==> src/udp_rx_buf_pkg.sv <==
package udp_rx_buf_pkg;

  // Payload FIFO, one entry per realigned payload word
  localparam int PAYLOAD_DEPTH = 64;
  localparam int PAYLOAD_AFULL = 60;

  // Control FIFO, one entry per frame
  localparam int CTRL_DEPTH = 8;
  localparam int CTRL_AFULL = 6;

  // Payload entry is 64 data bits with the flags on top
  localparam int EOF_BIT = 64;
  localparam int BAD_BIT = EOF_BIT + 1;
  localparam int OVR_BIT = BAD_BIT + 1;

  localparam int PAYLOAD_ENTRY_W = OVR_BIT + 1;

  // Source port above source IP
  localparam int CTRL_ENTRY_W = 48;

endpackage

==> src/udp_rx_proto_pkg.sv <==
package udp_rx_proto_pkg;

  // Frame layout on the MAC bus, frame byte 0 sits in bits 7:0
  localparam int WORD_BYTES     = 8;
  localparam int HDR_WORDS      = 6;
  // Payload begins at byte 42, two lanes into the sixth frame word
  localparam int PAYLOAD_OFFSET = 2;

  typedef logic [47:0] mac_addr_t;
  typedef logic [31:0] ip_addr_t;
  typedef logic [15:0] udp_port_t;

  localparam logic [15:0] ETHERTYPE_IPV4 = 16'h0800;
  localparam logic [7:0]  IPV4_VER_IHL   = 8'h45;
  localparam logic [7:0]  IP_PROTO_UDP   = 8'h11;
  localparam mac_addr_t   BROADCAST_MAC  = {48{1'b1}};

  // One MAC word seen as each header word in turn.
  // Multi-byte fields keep wire order, so the first byte is in the low lane
  // and the value has to be byte-swapped before it is compared
  typedef union packed {
    // Frame bytes 0-7
    struct packed {
      logic [15:0] src_mac_hi;
      logic [47:0] dst_mac;
    } w1;
    // Frame bytes 8-15
    struct packed {
      logic [7:0]  tos;
      logic [7:0]  ver_ihl;
      logic [15:0] ethertype;
      logic [31:0] src_mac_lo;
    } w2;
    // Frame bytes 16-23
    struct packed {
      logic [7:0]  protocol;
      logic [7:0]  ttl;
      logic [47:0] len_id_frag;
    } w3;
    // Frame bytes 24-31
    struct packed {
      logic [15:0] dst_ip_hi;
      logic [31:0] src_ip;
      logic [15:0] ip_csum;
    } w4;
    // Frame bytes 32-39
    struct packed {
      logic [15:0] udp_len;
      logic [15:0] dst_port;
      logic [15:0] src_port;
      logic [15:0] dst_ip_lo;
    } w5;
    // Byte lanes, lane 0 is the earliest byte
    logic [WORD_BYTES-1:0][7:0] raw;
  } hdr_word_u;

  // Idle, header words 2 to 6, payload and discard
  typedef enum logic [$clog2(HDR_WORDS + 2)-1:0] {
    PS_IDLE,
    PS_HDR2,
    PS_HDR3,
    PS_HDR4,
    PS_HDR5,
    PS_HDR6,
    PS_PAYLOAD,
    PS_DISCARD
  } parse_state_e;

endpackage
==> src/udp_rx.sv <==
`timescale 1ns/1ns

module udp_rx (
  input  logic                        mac_clk,
  input  logic                        mac_rst,
  input  logic [63:0]                 mac_rx_data,
  input  logic [7:0]                  mac_rx_data_valid,
  input  logic                        mac_rx_good_frame,
  input  logic                        mac_rx_bad_frame,
  input  logic                        phy_rx_up,
  input  logic                        local_enable,
  input  udp_rx_proto_pkg::mac_addr_t local_mac,
  input  udp_rx_proto_pkg::ip_addr_t  local_ip,
  input  udp_rx_proto_pkg::udp_port_t local_port,
  input  logic                        app_rx_ack,
  input  logic                        app_rx_overrun_ack,
  output logic                        app_rx_valid,
  output logic                        app_rx_end_of_frame,
  output logic [63:0]                 app_rx_data,
  output udp_rx_proto_pkg::ip_addr_t  app_rx_source_ip,
  output udp_rx_proto_pkg::udp_port_t app_rx_source_port,
  output logic                        app_rx_bad_frame,
  output logic                        app_rx_overrun
);

  // Parser to writer
  logic                                       pay_valid;
  logic [63:0]                                pay_data;
  logic                                       pay_last;
  logic                                       pay_bad;
  udp_rx_proto_pkg::ip_addr_t                 src_ip;
  udp_rx_proto_pkg::udp_port_t                src_port;

  // Writer to FIFOs
  logic                                       pay_wr_en;
  logic [udp_rx_buf_pkg::PAYLOAD_ENTRY_W-1:0] pay_wr_data;
  logic                                       pay_afull;
  logic                                       ctrl_wr_en;
  logic [udp_rx_buf_pkg::CTRL_ENTRY_W-1:0]    ctrl_wr_data;
  logic                                       ctrl_afull;

  // FIFOs to application
  logic [udp_rx_buf_pkg::PAYLOAD_ENTRY_W-1:0] pay_rd_data;
  logic                                       pay_empty;
  logic [udp_rx_buf_pkg::CTRL_ENTRY_W-1:0]    ctrl_rd_data;
  logic                                       ctrl_rd_en;

  udp_frame_parser u_parser (
    .mac_clk           (mac_clk),
    .mac_rst           (mac_rst),
    .mac_rx_data       (mac_rx_data),
    .mac_rx_data_valid (mac_rx_data_valid),
    .mac_rx_good_frame (mac_rx_good_frame),
    .mac_rx_bad_frame  (mac_rx_bad_frame),
    .phy_rx_up         (phy_rx_up),
    .local_enable      (local_enable),
    .local_mac         (local_mac),
    .local_ip          (local_ip),
    .local_port        (local_port),
    .pay_valid         (pay_valid),
    .pay_data          (pay_data),
    .pay_last          (pay_last),
    .pay_bad           (pay_bad),
    .src_ip            (src_ip),
    .src_port          (src_port)
  );

  udp_payload_writer u_writer (
    .mac_clk            (mac_clk),
    .mac_rst            (mac_rst),
    .pay_valid          (pay_valid),
    .pay_data           (pay_data),
    .pay_last           (pay_last),
    .pay_bad            (pay_bad),
    .src_ip             (src_ip),
    .src_port           (src_port),
    .pay_afull          (pay_afull),
    .ctrl_afull         (ctrl_afull),
    .app_rx_overrun_ack (app_rx_overrun_ack),
    .pay_wr_en          (pay_wr_en),
    .pay_wr_data        (pay_wr_data),
    .ctrl_wr_en         (ctrl_wr_en),
    .ctrl_wr_data       (ctrl_wr_data)
  );

  sync_fifo #(
    .DEPTH (udp_rx_buf_pkg::PAYLOAD_DEPTH),
    .WIDTH (udp_rx_buf_pkg::PAYLOAD_ENTRY_W),
    .AFULL (udp_rx_buf_pkg::PAYLOAD_AFULL)
  ) u_pay_fifo (
    .mac_clk     (mac_clk),
    .mac_rst     (mac_rst),
    .wr_en       (pay_wr_en),
    .wr_data     (pay_wr_data),
    .rd_en       (app_rx_ack),
    .rd_data     (pay_rd_data),
    .empty       (pay_empty),
    .almost_full (pay_afull)
  );

  sync_fifo #(
    .DEPTH (udp_rx_buf_pkg::CTRL_DEPTH),
    .WIDTH (udp_rx_buf_pkg::CTRL_ENTRY_W),
    .AFULL (udp_rx_buf_pkg::CTRL_AFULL)
  ) u_ctrl_fifo (
    .mac_clk     (mac_clk),
    .mac_rst     (mac_rst),
    .wr_en       (ctrl_wr_en),
    .wr_data     (ctrl_wr_data),
    .rd_en       (ctrl_rd_en),
    .rd_data     (ctrl_rd_data),
    .empty       (),
    .almost_full (ctrl_afull)
  );

  assign app_rx_valid        = !pay_empty;
  assign app_rx_data         = pay_rd_data[udp_rx_buf_pkg::EOF_BIT-1:0];
  assign app_rx_end_of_frame = pay_rd_data[udp_rx_buf_pkg::EOF_BIT];
  assign app_rx_bad_frame    = pay_rd_data[udp_rx_buf_pkg::BAD_BIT];
  assign app_rx_overrun      = pay_rd_data[udp_rx_buf_pkg::OVR_BIT];

  assign app_rx_source_ip   = ctrl_rd_data[$bits(udp_rx_proto_pkg::ip_addr_t)-1:0];
  assign app_rx_source_port =
    ctrl_rd_data[udp_rx_buf_pkg::CTRL_ENTRY_W-1 -: $bits(udp_rx_proto_pkg::udp_port_t)];

  // Control entry retires with the last word of its frame
  assign ctrl_rd_en = app_rx_ack && app_rx_valid && app_rx_end_of_frame;

endmodule

==> src/udp_payload_writer.sv <==
`timescale 1ns/1ns

module udp_payload_writer (
  input  logic                                       mac_clk,
  input  logic                                       mac_rst,
  input  logic                                       pay_valid,
  input  logic [63:0]                                pay_data,
  input  logic                                       pay_last,
  input  logic                                       pay_bad,
  input  udp_rx_proto_pkg::ip_addr_t                 src_ip,
  input  udp_rx_proto_pkg::udp_port_t                src_port,
  input  logic                                       pay_afull,
  input  logic                                       ctrl_afull,
  input  logic                                       app_rx_overrun_ack,
  output logic                                       pay_wr_en,
  output logic [udp_rx_buf_pkg::PAYLOAD_ENTRY_W-1:0] pay_wr_data,
  output logic                                       ctrl_wr_en,
  output logic [udp_rx_buf_pkg::CTRL_ENTRY_W-1:0]    ctrl_wr_data
);

  logic afull;
  logic in_run;
  // Overrun states, run is neither flag set
  logic over_st;
  logic wait_st;
  logic first_word;
  logic open_q;
  logic frame_open;
  logic ovr_hit;

  assign afull   = pay_afull || ctrl_afull;
  assign in_run  = !over_st && !wait_st;
  assign ovr_hit = in_run && pay_valid && afull;

  // Whether a frame is still running after this cycle
  assign frame_open = pay_valid ? !pay_last : open_q;

  assign pay_wr_en    = in_run && pay_valid;
  assign ctrl_wr_en   = pay_wr_en && first_word;
  assign ctrl_wr_data = {src_port, src_ip};

  // An overrun word also ends the frame for the application
  always_comb begin
    pay_wr_data[udp_rx_buf_pkg::EOF_BIT-1:0] = pay_data;
    pay_wr_data[udp_rx_buf_pkg::EOF_BIT]     = pay_last || afull;
    pay_wr_data[udp_rx_buf_pkg::BAD_BIT]     = pay_last && pay_bad;
    pay_wr_data[udp_rx_buf_pkg::OVR_BIT]     = afull;
  end

  always_ff @(posedge mac_clk) begin
    if (mac_rst) begin
      over_st    <= 1'b0;
      wait_st    <= 1'b0;
      open_q     <= 1'b0;
      first_word <= 1'b1;
    end else begin
      if (pay_wr_en) begin
        first_word <= pay_last || afull;
      end
      if (ovr_hit) begin
        over_st <= 1'b1;
        open_q  <= frame_open;
      end else if (over_st) begin
        // Drop everything until the application has seen the overrun
        open_q <= frame_open;
        if (app_rx_overrun_ack) begin
          over_st <= 1'b0;
          wait_st <= frame_open;
        end
      end else if (wait_st && pay_valid && pay_last) begin
        wait_st <= 1'b0;
      end
    end
  end

endmodule

==> src/udp_frame_parser.sv <==
`timescale 1ns/1ns

module udp_frame_parser (
  input  logic                        mac_clk,
  input  logic                        mac_rst,
  input  logic [63:0]                 mac_rx_data,
  input  logic [7:0]                  mac_rx_data_valid,
  input  logic                        mac_rx_good_frame,
  input  logic                        mac_rx_bad_frame,
  input  logic                        phy_rx_up,
  input  logic                        local_enable,
  input  udp_rx_proto_pkg::mac_addr_t local_mac,
  input  udp_rx_proto_pkg::ip_addr_t  local_ip,
  input  udp_rx_proto_pkg::udp_port_t local_port,
  output logic                        pay_valid,
  output logic [63:0]                 pay_data,
  output logic                        pay_last,
  output logic                        pay_bad,
  output udp_rx_proto_pkg::ip_addr_t  src_ip,
  output udp_rx_proto_pkg::udp_port_t src_port
);

  udp_rx_proto_pkg::hdr_word_u    cur_w;
  udp_rx_proto_pkg::hdr_word_u    prev_w;
  logic [7:0]                     valid_q;
  logic                           good_q;
  logic                           bad_q;
  logic                           frame_word;
  logic                           frame_end;
  logic                           in_payload;
  udp_rx_proto_pkg::parse_state_e state;

  udp_rx_proto_pkg::mac_addr_t    dst_mac;
  logic [15:0]                    ethertype;
  udp_rx_proto_pkg::ip_addr_t     dst_ip;
  udp_rx_proto_pkg::udp_port_t    dst_port;
  logic [63:0]                    realigned;

  // Registered MAC word plus the word before it
  always_ff @(posedge mac_clk) begin
    cur_w  <= mac_rx_data;
    prev_w <= cur_w;
  end

  always_ff @(posedge mac_clk) begin
    if (mac_rst) begin
      valid_q <= '0;
      good_q  <= 1'b0;
      bad_q   <= 1'b0;
    end else begin
      valid_q <= mac_rx_data_valid;
      good_q  <= mac_rx_good_frame;
      bad_q   <= mac_rx_bad_frame;
    end
  end

  assign frame_word = &valid_q;
  assign frame_end  = good_q || bad_q;
  assign in_payload = state == udp_rx_proto_pkg::PS_PAYLOAD;

  // Header fields, swapped into network byte order
  assign dst_mac   = {<<8{cur_w.w1.dst_mac}};
  assign ethertype = {<<8{cur_w.w2.ethertype}};
  assign dst_port  = {<<8{cur_w.w5.dst_port}};
  // Destination IP straddles header words 4 and 5
  assign dst_ip    = {<<8{{cur_w.w5.dst_ip_lo, prev_w.w4.dst_ip_hi}}};

  always_ff @(posedge mac_clk) begin
    if (mac_rst) begin
      state <= udp_rx_proto_pkg::PS_IDLE;
    end else begin
      case (state)
        udp_rx_proto_pkg::PS_IDLE: begin
          if (frame_word && phy_rx_up) begin
            if (dst_mac == local_mac || dst_mac == udp_rx_proto_pkg::BROADCAST_MAC) begin
              state <= udp_rx_proto_pkg::PS_HDR2;
            end else begin
              state <= udp_rx_proto_pkg::PS_DISCARD;
            end
          end
        end
        udp_rx_proto_pkg::PS_HDR2: begin
          if (ethertype == udp_rx_proto_pkg::ETHERTYPE_IPV4 &&
              cur_w.w2.ver_ihl == udp_rx_proto_pkg::IPV4_VER_IHL) begin
            state <= udp_rx_proto_pkg::PS_HDR3;
          end else begin
            state <= udp_rx_proto_pkg::PS_DISCARD;
          end
        end
        udp_rx_proto_pkg::PS_HDR3: begin
          if (cur_w.w3.protocol == udp_rx_proto_pkg::IP_PROTO_UDP) begin
            state <= udp_rx_proto_pkg::PS_HDR4;
          end else begin
            state <= udp_rx_proto_pkg::PS_DISCARD;
          end
        end
        udp_rx_proto_pkg::PS_HDR4: begin
          // No IP checksum check
          state <= udp_rx_proto_pkg::PS_HDR5;
        end
        udp_rx_proto_pkg::PS_HDR5: begin
          if (dst_ip == local_ip && dst_port == local_port) begin
            state <= udp_rx_proto_pkg::PS_HDR6;
          end else begin
            state <= udp_rx_proto_pkg::PS_DISCARD;
          end
        end
        udp_rx_proto_pkg::PS_HDR6: begin
          // Last gate before the payload is forwarded
          if (local_enable) begin
            state <= udp_rx_proto_pkg::PS_PAYLOAD;
          end else begin
            state <= udp_rx_proto_pkg::PS_DISCARD;
          end
        end
        default: begin
          // Payload and discard both run to the end pulse
        end
      endcase
      // End pulse closes the frame from any state
      if (frame_end) begin
        state <= udp_rx_proto_pkg::PS_IDLE;
      end
    end
  end

  // Source address fields held for the writer
  always_ff @(posedge mac_clk) begin
    if (state == udp_rx_proto_pkg::PS_HDR4) begin
      src_ip <= {<<8{cur_w.w4.src_ip}};
    end
    if (state == udp_rx_proto_pkg::PS_HDR5) begin
      src_port <= {<<8{cur_w.w5.src_port}};
    end
  end

  // Payload lanes shifted down by two bytes, lane order kept
  always_comb begin
    realigned = {cur_w.raw[udp_rx_proto_pkg::PAYLOAD_OFFSET-1:0],
                 prev_w.raw[udp_rx_proto_pkg::WORD_BYTES-1:udp_rx_proto_pkg::PAYLOAD_OFFSET]};
    // Flush word has nothing after the final frame word
    if (frame_end) begin
      realigned[63 -: udp_rx_proto_pkg::PAYLOAD_OFFSET * 8] = '0;
    end
  end

  always_ff @(posedge mac_clk) begin
    pay_data <= realigned;
    pay_bad  <= bad_q;
  end

  always_ff @(posedge mac_clk) begin
    if (mac_rst) begin
      pay_valid <= 1'b0;
      pay_last  <= 1'b0;
    end else begin
      pay_valid <= in_payload && (frame_word || frame_end);
      pay_last  <= in_payload && frame_end;
    end
  end

endmodule

==> src/sync_fifo.sv <==
`timescale 1ns/1ns

module sync_fifo #(
  parameter int DEPTH = 16,
  parameter int WIDTH = 8,
  parameter int AFULL = 12
) (
  input  logic             mac_clk,
  input  logic             mac_rst,
  input  logic             wr_en,
  input  logic [WIDTH-1:0] wr_data,
  input  logic             rd_en,
  output logic [WIDTH-1:0] rd_data,
  output logic             empty,
  output logic             almost_full
);

  logic [WIDTH-1:0]           mem [DEPTH];
  logic [$clog2(DEPTH)-1:0]   wr_ptr;
  logic [$clog2(DEPTH)-1:0]   rd_ptr;
  logic [$clog2(DEPTH+1)-1:0] count;
  logic                       full;
  logic                       do_wr;
  logic                       do_rd;

  assign full        = count == DEPTH;
  assign empty       = count == '0;
  assign almost_full = count >= AFULL;

  // Writes when full and reads when empty are dropped
  assign do_wr = wr_en && !full;
  assign do_rd = rd_en && !empty;

  // Show-ahead, head entry always on the output
  assign rd_data = mem[rd_ptr];

  always_ff @(posedge mac_clk) begin
    if (do_wr) begin
      mem[wr_ptr] <= wr_data;
    end
  end

  always_ff @(posedge mac_clk) begin
    if (mac_rst) begin
      wr_ptr <= '0;
      rd_ptr <= '0;
      count  <= '0;
    end else begin
      if (do_wr) begin
        wr_ptr <= (wr_ptr == DEPTH - 1) ? '0 : wr_ptr + 1'b1;
      end
      if (do_rd) begin
        rd_ptr <= (rd_ptr == DEPTH - 1) ? '0 : rd_ptr + 1'b1;
      end
      case ({do_wr, do_rd})
        2'b10:   count <= count + 1'b1;
        2'b01:   count <= count - 1'b1;
        default: count <= count;
      endcase
    end
  end

endmodule

==> config.mk <==
export PLATFORM = sky130hd
export DESIGN_NAME = udp_rx
export DESIGN_NICKNAME = d
export VERILOG_FILES = /design/src/udp_rx_buf_pkg.sv /design/src/udp_rx_proto_pkg.sv /design/src/udp_rx.sv /design/src/udp_payload_writer.sv /design/src/udp_frame_parser.sv /design/src/sync_fifo.sv
export SDC_FILE = /design/constraint.sdc
export NUM_CORES = 2
export LEC_CHECK = 0
export BUFFER_PORTS_ARGS = -buffer_cell sky130_fd_sc_hd__buf_4
export CAP_MARGIN = 20
export CORE_MARGIN = 3
export CORE_UTILIZATION = 40
export CTS_CLUSTER_SIZE = 12
export DETAILED_ROUTE_END_ITERATION = 7
export MAX_ROUTING_LAYER = met4
export PLACE_DENSITY = 0.65
export SLEW_MARGIN = 20
export SYNTH_ARGS = -nofsm -noshare
export SYNTH_HDL_FRONTEND = slang
export SYNTH_HIERARCHICAL = 1
export SYNTH_MEMORY_MAX_BITS = 65536
export SYNTH_SLANG_ARGS = --single-unit
==> constraint.sdc <==
create_clock -name mac_clk -period 9.45 [get_ports mac_clk]
set_input_delay 1.89 -clock mac_clk [delete_from_list [all_inputs] [get_ports mac_clk]]
set_output_delay 1.89 -clock mac_clk [all_outputs]
set_load 0.005 [all_outputs]
==> results.json <==
{
  "die_h_um": 688,
  "most-common-layout-cells": "4720 x edfxtp_1, 1133 x mux4_2, 495 x buf_4",
  "io_buffers": 291,
  "instances_no_fill": 15300,
  "fillers": 37700,
  "place_congestion": 0.830,
  "cp_max_fo": 39,
  "overflow": 0,
  "syn_to_final_growth_pct": 13.0,
  "p_leak_nw": 63.2,
  "crit_slowest_cell": "nor4_1",
  "cts_resized": 0,
  "routedWlPerCell_um": 34.5,
  "hold_path.class": "flop to flop",
  "place_hpwl_um": 285000,
  "hold_ws_ps": 327,
  "whs_path_depth": 0,
  "ant_nets": 0,
  "cp_num_buf_inv": 3,
  "finalWirelength_um": 528000,
  "clock-sinks": 4954,
  "layout.nets": 8891,
  "ios": 292,
  "min_period_over_period_pct": 85.0,
  "end_kind": "output pin",
  "r2r-end": "u_ctrl_fifo/count[2]",
  "hold_buffers": 0,
  "max-cap-violations": 0,
  "path_common_cell": "buf_4",
  "rsz0062_at_grt": "no",
  "syn-cell-area_um2": 186000,
  "ctsRootBufferMaster": "clkbuf_16",
  "final_common_cell": "edfxtp_1",
  "worst_slew_pin_slew_ps": 1270,
  "hold_viol_final": 0,
  "cts_tree": "done",
  "cts_made_buffers": 479,
  "maxSlewViolCount": 0,
  "avgSynthCellArea_um2": 22.6,
  "powerDensity_nw_per_um2": 201,
  "tns_ps": 0,
  "r2r_cells": 16,
  "cp-start-kind": "flop",
  "worstPathRequired_ps": 7560,
  "grt_max_degree": 151,
  "synthesis.nets": 8432,
  "via_per_inst": 6.09,
  "rows": 249,
  "ir_drop_mv": 0.181,
  "fin_util_pct": 45.6,
  "grt_pass1_wl_um": 736000,
  "setup_violations": 0,
  "drt_iter0_drc": 13700,
  "grt_use_total_pct": 22.8,
  "clockBufferDepth": 4,
  "critPathMaxStageDelay_ps": 830,
  "die_w_um": 688,
  "holdPathEnd": "u_parser/pay_data[26]",
  "post_cts_buffers": 0,
  "clock_skew_ps": 63.5,
  "die-area_um2": 474000,
  "layout-drive-gt1-share_pct": 27.4,
  "start_util_pct": 40.3,
  "hp-start": "u_parser/prev_w[42]",
  "cp_top_family": "simple AND/OR/NAND/NOR gates",
  "grt_pass1_vias": 91900,
  "antenna_found_initial": 44,
  "placed_cells": 14400,
  "num_vias": 93100,
  "status": "completed",
  "arrival_ps": 6140,
  "clkLatencyLatePin_ps": 1010,
  "clk_pin_slew_ps": 70,
  "max_freq_ghz": 0.125,
  "crit_type": "flop to output pin",
  "yosys_warnings": 6,
  "slew_headroom_pct": 15.5,
  "h-tree-depth": 5,
  "path_cells": "buf_4 > nor2_2 > nand2_4 > buf_4 > o22ai_1 > nor4_1 > a2bb2oi_1 > buf_4",
  "dr.pass1.iters": 6,
  "drc": 0,
  "r2r_slack_ps": 3040,
  "netlist_instances": 8244,
  "core_um2": 462000,
  "period_minus_slack_ps": 8030
}
## final cells by class
class	count	area, µm²	area share, %
Antenna cell	97	243	0.115
Sequential cell	4954	147000	69.7
Multi-Input combinational cell	2726	37100	17.6
Clock buffer	749	13500	6.44
Timing Repair Buffer	528	4390	2.09
Inverter	14	60.1	0.0286
Clock inverter	72	704	0.335
Tap cell	6149	7690	3.66
## layer usage
metal / share of wire, % / global-route usage, % / up-vias
li1: - / - / 35800
met1: 38 / 30.4 / 50300
met2: 47 / 34.6 / 6066
met3: 12 / 4.97 / 873
met4: 3.7 / 8.17 / 0
met5: 0 / - / -
## how the worst max path moves through the flow
stage          depth (start not counted)                    end                from
6_report                               8        app_rx_data[20]                flop
5_1_grt                                8        app_rx_data[20]                flop
4_1_cts                                8        app_rx_data[20]                flop
3_5_place_dp                           8        app_rx_data[20]                flop
3_3_place_gp                           8        app_rx_data[20]                flop
2_1_floorplan                          5  u_ctrl_fifo/mem[0][0]  u_parser/pay_valid
## metrics by stage
step	setup WS (ps)	power, mW	cell area [µm²]
after floorplan	3300	24.8	186000
after global placement	2780	25.0	196000
after detailed placement	2690	25.1	196000
after CTS	1590	42.5	210000
after global routing	1440	43.4	210000
final	1420	42.3	210000
## power by group
| part | internal [mW] | switching, mW |
|---|---|---|
| registers | 24.1 | 0.329 |
| logic | 0.0976 | 0.109 |
| clock network | 9.80 | 7.89 |
## sequential cells by signal, summed over array words and instances (netlist names), 3 cells and up, named ones only
| signal | flops |
|---|---|
| u_pay_fifo/mem | 4288 |
| u_ctrl_fifo/mem | 384 |
| u_parser/cur_w | 64 |
| u_parser/pay_data | 64 |
| u_parser/prev_w | 48 |
| u_parser/src_ip | 32 |
| u_parser/src_port | 16 |
| u_parser/valid_q | 8 |
| u_pay_fifo/count | 7 |
| u_pay_fifo/rd_ptr | 6 |
| u_pay_fifo/wr_ptr | 6 |
| u_ctrl_fifo/count | 4 |
| u_ctrl_fifo/rd_ptr | 3 |
| u_ctrl_fifo/wr_ptr | 3 |
| u_parser/state | 3 |
Power figures use the tool's default switching activity.
